### src/axi_b_xbar_pkg.sv
`default_nettype none

package axi_b_xbar_pkg;

    localparam int ID_BITS  = 4;
    localparam int MST_BITS = 2;
    localparam int IDS_BITS = MST_BITS + ID_BITS;

    // Three slaves plus the default slave
    localparam int NUM_SRC  = 4;
    localparam int SRC_BITS = $clog2(NUM_SRC);

    localparam int FIFO_DEPTH    = 4;
    localparam int FIFO_PTR_BITS = $clog2(FIFO_DEPTH);
    localparam int FIFO_CNT_BITS = $clog2(FIFO_DEPTH + 1);

    typedef enum logic [MST_BITS-1:0] {
        MST_NONE = 2'd0,
        MST_1    = 2'd1,
        MST_2    = 2'd2,
        MST_RSVD = 2'd3
    } mst_e;

    typedef enum logic [1:0] {
        OKAY   = 2'b00,
        EXOKAY = 2'b01,
        SLVERR = 2'b10,
        DECERR = 2'b11
    } resp_e;

    typedef enum logic {
        RT_IDLE,
        RT_BUSY
    } rt_state_e;

    // Slave side beat with the master index on top
    typedef struct packed {
        mst_e               master;
        logic [ID_BITS-1:0] id;
        resp_e              resp;
    } b_slv_t;

    typedef struct packed {
        logic [ID_BITS-1:0] id;
        resp_e              resp;
    } b_mst_t;

endpackage

`default_nettype wire

### src/axi_b_xbar.sv
`timescale 1ns/10ps
`default_nettype none

module axi_b_xbar
    import axi_b_xbar_pkg::*;
(
    input  logic   clk,
    input  logic   rst_n_i,
    // Slave 0
    input  b_slv_t s0_b_i,
    input  logic   s0_valid_i,
    output logic   s0_ready_o,
    // Slave 1
    input  b_slv_t s1_b_i,
    input  logic   s1_valid_i,
    output logic   s1_ready_o,
    // Slave 2
    input  b_slv_t s2_b_i,
    input  logic   s2_valid_i,
    output logic   s2_ready_o,
    // Default slave
    input  logic   err_aw_valid_i,
    input  b_slv_t err_aw_ids_i,
    output logic   err_aw_ready_o,
    input  logic   err_w_last_valid_i,
    output logic   err_w_ready_o,
    // Master 1
    output b_mst_t m1_b_o,
    output logic   m1_valid_o,
    input  logic   m1_ready_i,
    // Master 2
    output b_mst_t m2_b_o,
    output logic   m2_valid_o,
    input  logic   m2_ready_i
);

    b_slv_t [NUM_SRC-1:0] src_b;
    logic   [NUM_SRC-1:0] src_valid;
    logic   [NUM_SRC-1:0] src_ready;

    b_resp_fifo i_fifo_s0 (
        .clk         (clk),
        .rst_n_i     (rst_n_i),
        .in_b_i      (s0_b_i),
        .in_valid_i  (s0_valid_i),
        .in_ready_o  (s0_ready_o),
        .out_b_o     (src_b[0]),
        .out_valid_o (src_valid[0]),
        .out_ready_i (src_ready[0])
    );

    b_resp_fifo i_fifo_s1 (
        .clk         (clk),
        .rst_n_i     (rst_n_i),
        .in_b_i      (s1_b_i),
        .in_valid_i  (s1_valid_i),
        .in_ready_o  (s1_ready_o),
        .out_b_o     (src_b[1]),
        .out_valid_o (src_valid[1]),
        .out_ready_i (src_ready[1])
    );

    b_resp_fifo i_fifo_s2 (
        .clk         (clk),
        .rst_n_i     (rst_n_i),
        .in_b_i      (s2_b_i),
        .in_valid_i  (s2_valid_i),
        .in_ready_o  (s2_ready_o),
        .out_b_o     (src_b[2]),
        .out_valid_o (src_valid[2]),
        .out_ready_i (src_ready[2])
    );

    // Lowest priority input of the router
    b_default_slave i_default_slave (
        .clk                (clk),
        .rst_n_i            (rst_n_i),
        .err_aw_valid_i     (err_aw_valid_i),
        .err_aw_ids_i       (err_aw_ids_i),
        .err_aw_ready_o     (err_aw_ready_o),
        .err_w_last_valid_i (err_w_last_valid_i),
        .err_w_ready_o      (err_w_ready_o),
        .out_b_o            (src_b[3]),
        .out_valid_o        (src_valid[3]),
        .out_ready_i        (src_ready[3])
    );

    b_channel_router i_router (
        .clk         (clk),
        .rst_n_i     (rst_n_i),
        .src_b_i     (src_b),
        .src_valid_i (src_valid),
        .src_ready_o (src_ready),
        .m1_b_o      (m1_b_o),
        .m1_valid_o  (m1_valid_o),
        .m1_ready_i  (m1_ready_i),
        .m2_b_o      (m2_b_o),
        .m2_valid_o  (m2_valid_o),
        .m2_ready_i  (m2_ready_i)
    );

endmodule

`default_nettype wire

### src/b_channel_router.sv
`timescale 1ns/10ps
`default_nettype none

module b_channel_router
    import axi_b_xbar_pkg::*;
(
    input  logic                 clk,
    input  logic                 rst_n_i,
    input  b_slv_t [NUM_SRC-1:0] src_b_i,
    input  logic   [NUM_SRC-1:0] src_valid_i,
    output logic   [NUM_SRC-1:0] src_ready_o,
    output b_mst_t               m1_b_o,
    output logic                 m1_valid_o,
    input  logic                 m1_ready_i,
    output b_mst_t               m2_b_o,
    output logic                 m2_valid_o,
    input  logic                 m2_ready_i
);

    rt_state_e           state_q;
    rt_state_e           state_d;
    logic [SRC_BITS-1:0] grant_q;
    logic [SRC_BITS-1:0] grant_d;
    b_slv_t              sel_b;
    b_mst_t              mst_b;
    logic                busy;
    logic                sel_valid;
    logic                ready_m;
    logic                xfer;

    // Fixed priority where the lowest index wins
    always_comb begin
        grant_d = grant_q;
        for (int i = NUM_SRC - 1; i >= 0; i--) begin
            if (src_valid_i[i]) begin
                grant_d = SRC_BITS'(i);
            end
        end
    end

    always_comb begin
        state_d = state_q;
        case (state_q)
            RT_IDLE: if (|src_valid_i) state_d = RT_BUSY;
            RT_BUSY: if (xfer) state_d = RT_IDLE;
            default: state_d = RT_IDLE;
        endcase
    end

    always_ff @(posedge clk or negedge rst_n_i) begin
        if (!rst_n_i) begin
            state_q <= RT_IDLE;
            grant_q <= '0;
        end else begin
            state_q <= state_d;
            if (state_q == RT_IDLE) begin
                grant_q <= grant_d;
            end
        end
    end

    assign busy      = (state_q == RT_BUSY);
    assign sel_b     = src_b_i[grant_q];
    assign sel_valid = busy && src_valid_i[grant_q];

    always_comb begin
        case (sel_b.master)
            MST_1:   ready_m = m1_ready_i;
            MST_2:   ready_m = m2_ready_i;
            // No master behind index 0 or 3 so the beat is sunk
            default: ready_m = 1'b1;
        endcase
    end

    assign xfer = sel_valid && ready_m;

    always_comb begin
        src_ready_o          = '0;
        src_ready_o[grant_q] = busy && ready_m;
    end

    // Master index stripped on the way out
    assign mst_b      = '{id: sel_b.id, resp: sel_b.resp};
    assign m1_b_o     = mst_b;
    assign m2_b_o     = mst_b;
    assign m1_valid_o = sel_valid && (sel_b.master == MST_1);
    assign m2_valid_o = sel_valid && (sel_b.master == MST_2);

    // Granted source must keep its beat until the handshake
    a_grant_held: assert property (
        @(posedge clk) disable iff (!rst_n_i)
        (sel_valid && !ready_m) |=> (sel_valid && $stable(grant_q) && $stable(sel_b))
    ) else $error("b_channel_router: granted beat moved while stalled");

endmodule

`default_nettype wire

### src/b_default_slave.sv
`timescale 1ns/10ps
`default_nettype none

module b_default_slave
    import axi_b_xbar_pkg::*;
(
    input  logic   clk,
    input  logic   rst_n_i,
    input  logic   err_aw_valid_i,
    input  b_slv_t err_aw_ids_i,
    output logic   err_aw_ready_o,
    input  logic   err_w_last_valid_i,
    output logic   err_w_ready_o,
    output b_slv_t out_b_o,
    output logic   out_valid_o,
    input  logic   out_ready_i
);

    logic                aw_seen_q;
    logic                w_seen_q;
    logic [IDS_BITS-1:0] aw_ids_q;
    logic                aw_xfer;
    logic                w_xfer;
    logic                out_xfer;

    assign err_aw_ready_o = !aw_seen_q;
    assign err_w_ready_o  = !w_seen_q;
    assign aw_xfer        = err_aw_valid_i && err_aw_ready_o;
    assign w_xfer         = err_w_last_valid_i && err_w_ready_o;

    // Respond only once address and last data are both in
    assign out_valid_o = aw_seen_q && w_seen_q;
    assign out_xfer    = out_valid_o && out_ready_i;

    // Extended ID with the master index above the transaction ID
    always_ff @(posedge clk) begin
        if (aw_xfer) begin
            aw_ids_q <= {err_aw_ids_i.master, err_aw_ids_i.id};
        end
    end

    always_ff @(posedge clk or negedge rst_n_i) begin
        if (!rst_n_i) begin
            aw_seen_q <= 1'b0;
            w_seen_q  <= 1'b0;
        end else if (out_xfer) begin
            aw_seen_q <= 1'b0;
            w_seen_q  <= 1'b0;
        end else begin
            if (aw_xfer) aw_seen_q <= 1'b1;
            if (w_xfer)  w_seen_q  <= 1'b1;
        end
    end

    assign out_b_o = '{master: mst_e'(aw_ids_q[IDS_BITS-1:ID_BITS]),
                       id:     aw_ids_q[ID_BITS-1:0],
                       resp:   DECERR};

    a_hold_beat: assert property (
        @(posedge clk) disable iff (!rst_n_i)
        (out_valid_o && !out_ready_i) |=> (out_valid_o && $stable(out_b_o))
    ) else $error("b_default_slave: beat changed while stalled");

endmodule

`default_nettype wire

### src/b_resp_fifo.sv
`timescale 1ns/10ps
`default_nettype none

module b_resp_fifo
    import axi_b_xbar_pkg::*;
(
    input  logic   clk,
    input  logic   rst_n_i,
    input  b_slv_t in_b_i,
    input  logic   in_valid_i,
    output logic   in_ready_o,
    output b_slv_t out_b_o,
    output logic   out_valid_o,
    input  logic   out_ready_i
);

    b_slv_t                   mem_q [FIFO_DEPTH];
    logic [FIFO_PTR_BITS-1:0] wr_ptr_q;
    logic [FIFO_PTR_BITS-1:0] rd_ptr_q;
    logic [FIFO_CNT_BITS-1:0] count_q;
    logic                     full;
    logic                     push;
    logic                     pop;

    assign full        = (count_q == FIFO_CNT_BITS'(FIFO_DEPTH));
    assign out_valid_o = (count_q != '0);
    assign out_b_o     = mem_q[rd_ptr_q];
    assign pop         = out_valid_o && out_ready_i;

    // Full FIFO still takes a beat when the head leaves
    assign in_ready_o = !full || pop;
    assign push       = in_valid_i && in_ready_o;

    always_ff @(posedge clk) begin
        if (push) begin
            mem_q[wr_ptr_q] <= in_b_i;
        end
    end

    always_ff @(posedge clk or negedge rst_n_i) begin
        if (!rst_n_i) begin
            wr_ptr_q <= '0;
            rd_ptr_q <= '0;
            count_q  <= '0;
        end else begin
            if (push) begin
                wr_ptr_q <= (wr_ptr_q == FIFO_PTR_BITS'(FIFO_DEPTH - 1)) ? '0
                                                                      : wr_ptr_q + 1'b1;
            end
            if (pop) begin
                rd_ptr_q <= (rd_ptr_q == FIFO_PTR_BITS'(FIFO_DEPTH - 1)) ? '0
                                                                      : rd_ptr_q + 1'b1;
            end
            case ({push, pop})
                2'b10:   count_q <= count_q + 1'b1;
                2'b01:   count_q <= count_q - 1'b1;
                default: count_q <= count_q;
            endcase
        end
    end

    // A full FIFO that accepts while draining stays full
    a_no_overflow: assert property (
        @(posedge clk) disable iff (!rst_n_i)
        (push && full) |=> full
    ) else $error("b_resp_fifo: full FIFO changed level on push and pop");

    a_count_range: assert property (
        @(posedge clk) disable iff (!rst_n_i)
        count_q <= FIFO_CNT_BITS'(FIFO_DEPTH)
    ) else $error("b_resp_fifo: occupancy out of range");

endmodule

`default_nettype wire

### config.mk
export PLATFORM = sky130hd
export DESIGN_NAME = axi_b_xbar
export DESIGN_NICKNAME = d
export VERILOG_FILES = /design/src/axi_b_xbar_pkg.sv /design/src/axi_b_xbar.sv /design/src/b_channel_router.sv /design/src/b_default_slave.sv /design/src/b_resp_fifo.sv
export SDC_FILE = /design/constraint.sdc
export NUM_CORES = 1
export LEC_CHECK = 0
export ABC_AREA = 1
export BUFFER_PORTS_ARGS = -buffer_cell sky130_fd_sc_hd__buf_2
export CAP_MARGIN = 20
export CORE_MARGIN = 8
export CORE_UTILIZATION = 62
export DETAILED_ROUTE_END_ITERATION = 16
export PLACE_DENSITY = 0.83
export SLEW_MARGIN = 40
export SYNTH_ARGS = -nofsm -noshare
export SYNTH_HDL_FRONTEND = slang
export SYNTH_HIERARCHICAL = 1
export SYNTH_SLANG_ARGS = --single-unit
### constraint.sdc
create_clock -name clk -period 5.85 [get_ports clk]
set_input_delay 0 -clock clk [delete_from_list [all_inputs] [get_ports clk]]
set_output_delay 0 -clock clk [all_outputs]
set_load 0.02 [all_outputs]
==> results by group <==
Die
  – Floorplan die width: 116 µm
  – Die area: 13,500 µm²
  – Number of top-level pins: 60
  – Std-Cell Rows: 36
  – Initial Utilization: 63.9%
  – Core Area: 9770 µm²
  – Die Y-Extent: 116 µm

Timing
  – Headroom to the max-slew limit: 44.8%
  – Setup Total Neg Slack: 0 ns
  – Final worst clock skew: 0.00923 ns
  – Number of max-slew violations in the final report: 0
  – Fmax achieved: 239 MHz
  – Final Critical Period: 4.18 ns
  – Unrepaired setup endpoints after global routing: false
  – Period utilisation layout: 71.4%
  – Final setup fails: 0
  – Worst-margin pin slew: 0.828 ns
  – Number of failing hold endpoints at the final stage: 0

Routing
  – Pre-antenna DRT Iters: 5
  – Number of vias per cell: 5.40
  – DRC: 0
  – Wire per inst: 17.2 µm
  – Number of antenna-violating nets in the routed design: 0
  – Initial DRC count: 354
  – Total Wirelength: 13.8 mm
  – Via Count: 4,325

Worst setup path
  – CP max stage cell: sky130_fd_sc_hd__dfrtp_1
  – CP delay by family, top: simple AND/OR/NAND/NOR gates
  – Critical path required time: 6.27 ns
  – Worst-path maximum fanout: 19
  – Category of the critical setup timing path: reg2reg
  – Critical path cell sequence: buf_4, a21oi_1, o21ai_0, nand2_1, inv_1, nor2_2, nor3_4, ha_1, nand2_1, nand3b_1, nand2_1, nor3_1, nor2_2, nand2_4, nand2_4, ha_1, inv_1, fa_1, o21ai_0
  – Startpoint Class: register
  – Buffer and inverter count on the worst path: 3
  – Crit end category: register
  – Delay of the slowest cell on the worst path: 0.74 ns
  – Arrival time at the worst endpoint: 4.60 ns
  – Cell repeated most along the worst path: sky130_fd_sc_hd__nand2_1

CTS
  – Number of clock sinks seen by CTS: 128
  – Max Buffers Root-to-Sink: 2
  – Setup repair bufs after CTS: 0
  – Number of hold buffers added after CTS: 36
  – Reg clk slew, reported paths: 0.06 ns
  – Root Buffer Master: sky130_fd_sc_hd__clkbuf_8
  – TritonCTS clock tree: yes
  – Total clock buffers created by CTS: 17
  – Insertion delay of the later-clocked pin in the worst-skew pair: 0.52 ns
  – H-tree depth: 4
  – Number of cells upsized or downsized after cts: 0

Job
  – Number of maximum-capacitance constraint violations: 0

Synthesis
  – Cell Area, Synth: 6250 µm²
  – Seq/Total Area, Yosys: 59.5%
  – Post-synthesis instance total: 566
  – Mean Syn Cell Area: 11.0 µm²
  – Count of different cell masters after synthesis: 39
  – Number of warnings issued by yosys: 6
  – Synthesized flop and latch total: 128

Min path
  – Worst hold path class: in2async

Finish
  – Area of the multi-input gates: 1940 µm²
  – Non-filler cells in the finished layout: 801
  – Synth-to-layout area growth: 19.4%
  – Final cell utilization of the core: 76.3%
  – Fill cell instance count of the final layout: 555
  – Final std cell area, no fill: 7460 µm²
  – Layout cells sized above 1: 24.3%
  – Antenna fix cells: 0
  – Register cell area after layout: 3710 µm²
  – Number of nets in the final layout: 718

Place
  – Placed cell count: 733
  – Count of input and output buffers: 57
  – DP HPWL: 8.33 mm
  – Instance area after placement: 6470 µm²
  – Final estimated routing congestion in global placement: 0.811

Pwr
  – Leak Pwr: 3.23 nW
  – Power density cells: 573 nW/µm²
  – Worst vdd rail ir drop: 0.321 mV
  – Final Power: 0.00427 W

Global routing
  – Number of antenna violations at the first check in global routing: 0
  – Global-route usage over all layers: 21.5%
  – Pin count of the biggest net entering global routing: 36
  – Wire length of the first global-routing pass: 21.7 mm
  – Remaining global-route overflow: 0
  – Vias in the first global route: 4,468

Status
  – Status: finished, final reports clean
cells in the mapped netlist:
cell | instances | area share, %
sky130_fd_sc_hd__buf_4 | 11 | 1.3
sky130_fd_sc_hd__nor2_1 | 44 | 2.6
sky130_fd_sc_hd__buf_12 | 1 | 0.32
sky130_fd_sc_hd__a21oi_1 | 9 | 0.72
sky130_fd_sc_hd__o21ai_0 | 30 | 2.4
sky130_fd_sc_hd__edfxtp_1 | 102 | 49
sky130_fd_sc_hd__nand2_1 | 93 | 5.6
sky130_fd_sc_hd__inv_1 | 81 | 4.9
sky130_fd_sc_hd__buf_6 | 11 | 2.0
sky130_fd_sc_hd__o211ai_2 | 7 | 1.4
sky130_fd_sc_hd__o22ai_1 | 8 | 0.80
sky130_fd_sc_hd__inv_2 | 10 | 0.60
sky130_fd_sc_hd__conb_1 | 1 | 0.060
sky130_fd_sc_hd__nand4_1 | 2 | 0.20
sky130_fd_sc_hd__nor3_4 | 1 | 0.26
sky130_fd_sc_hd__nand3_2 | 1 | 0.16
sky130_fd_sc_hd__inv_4 | 2 | 0.20
sky130_fd_sc_hd__nand2_2 | 16 | 1.6
sky130_fd_sc_hd__xnor2_1 | 2 | 0.28
sky130_fd_sc_hd__ha_1 | 19 | 3.8
sky130_fd_sc_hd__nand3b_2 | 1 | 0.18
sky130_fd_sc_hd__nand4_2 | 1 | 0.20
sky130_fd_sc_hd__o21ai_1 | 9 | 0.72
sky130_fd_sc_hd__inv_6 | 1 | 0.14
sky130_fd_sc_hd__nand3_1 | 23 | 1.8
sky130_fd_sc_hd__nor2_2 | 6 | 0.60
sky130_fd_sc_hd__a21oi_2 | 8 | 1.1
sky130_fd_sc_hd__o21ai_2 | 2 | 0.28
sky130_fd_sc_hd__nand2_4 | 9 | 1.6
sky130_fd_sc_hd__buf_2 | 2 | 0.16
sky130_fd_sc_hd__fa_1 | 3 | 0.96
sky130_fd_sc_hd__nor2_8 | 2 | 0.64
sky130_fd_sc_hd__nor3_1 | 1 | 0.080
sky130_fd_sc_hd__dfrtp_1 | 26 | 10
sky130_fd_sc_hd__a22oi_1 | 6 | 0.72
sky130_fd_sc_hd__o211ai_1 | 9 | 1.1
sky130_fd_sc_hd__nand3b_1 | 1 | 0.12
sky130_fd_sc_hd__o21bai_1 | 1 | 0.12
sky130_fd_sc_hd__nor2_4 | 4 | 0.72
layer usage:
metal  wire, µm  track usage (%)
met5          0                0
met4        306             7.78
met3       1040             5.48
met2       7080             38.5
met1       5340             24.1
metrics by stage:
step           hold WS [ns]  setup WS [ns]
4_1_cts              0.0438           1.74
6_report             0.0346           1.67
2_1_floorplan        -0.296           2.68
5_1_grt              0.0794           1.40
3_3_place_gp         0.0431           1.93
3_5_place_dp         0.0548           1.88
where the power goes:
group	switching (W)	internal (W)	total, W
clock	0.000402	0.000700	0.00110
sequential	0.000250	0.00123	0.00148
combinational	0.00112	0.000571	0.00169
layout by cell type (no fill, tap or decap), types with 3 or more instances in the layout:
master	n
sky130_fd_sc_hd__nor2_2	7
sky130_fd_sc_hd__nand2_1	93
sky130_fd_sc_hd__inv_2	10
sky130_fd_sc_hd__nand3_1	23
sky130_fd_sc_hd__fa_1	3
sky130_fd_sc_hd__dlygate4sd3_1	36
sky130_fd_sc_hd__nor2_1	43
sky130_fd_sc_hd__edfxtp_1	102
sky130_fd_sc_hd__nand2_2	16
sky130_fd_sc_hd__a21oi_2	8
sky130_fd_sc_hd__nor2_4	4
sky130_fd_sc_hd__o21ai_0	30
sky130_fd_sc_hd__dfrtp_1	25
sky130_fd_sc_hd__o211ai_2	7
sky130_fd_sc_hd__nand2_4	9
sky130_fd_sc_hd__a22oi_1	6
sky130_fd_sc_hd__clkbuf_16	16
sky130_fd_sc_hd__clkinv_4	3
sky130_fd_sc_hd__buf_2	57
sky130_fd_sc_hd__inv_6	6
sky130_fd_sc_hd__a21oi_1	9
sky130_fd_sc_hd__ha_1	19
sky130_fd_sc_hd__o22ai_1	8
sky130_fd_sc_hd__inv_1	81
sky130_fd_sc_hd__o21ai_1	9
sky130_fd_sc_hd__o211ai_1	9
sky130_fd_sc_hd__bufinv_16	4
sequential cells by signal, indices dropped and copies added (netlist names), 2 cells and up:
name	cells
i_fifo_s0/mem_q	32
i_fifo_s2/mem_q	32
i_fifo_s2/rd_ptr_q	2
i_fifo_s1/rd_ptr_q	2
i_fifo_s2/wr_ptr_q	2
i_fifo_s1/mem_q	32
i_default_slave/aw_ids_q	6
i_fifo_s1/count_q	3
i_fifo_s2/count_q	3
i_fifo_s0/count_q	3
i_router/grant_q	2
i_fifo_s1/wr_ptr_q	2
i_fifo_s0/rd_ptr_q	2
i_fifo_s0/wr_ptr_q	2
path summary, 6_finish.rpt:
check,to,start,slack (ns),cells after the start
worst min register to register,i_fifo_s0/count_q[2],i_fifo_s0/count_q[2],0.47,2
worst max register to register,i_fifo_s0/count_q[1],i_fifo_s2/rd_ptr_q[0],1.67,19
min in group clk,i_router/busy,m2_ready_i,0.11,6
worst min-delay path,i_fifo_s1/wr_ptr_q[1],rst_n_i,0.03,2
max in group asynchronous,i_fifo_s0/rd_ptr_q[0],rst_n_i,5.37,2
worst max-delay path,i_fifo_s0/count_q[1],i_fifo_s2/rd_ptr_q[0],1.67,19
kinds of logic after synthesis:
logic type | after synthesis | share of synthesized area (%)
other | 1 | 0.0600
AO/OA/AOI/OAI | 89 | 9.37
XOR/XNOR | 2 | 0.280
adder cells (fa/ha/maj) | 22 | 4.77
buffers and inverters | 119 | 9.60
flip-flops | 128 | 59.5
AND/OR/NAND/NOR | 205 | 16.5
cell type report:
cell class	instances	share of cell area [%]
clock inverters	14	2.75
repair buffers	94	8.76
inverters	94	4.86
well taps	133	2.23
multi-input cells	320	26.0
flip-flops and latches	128	49.8
clock buffers	18	5.60
No activity file was read; power rests on OpenSTA's default activity.
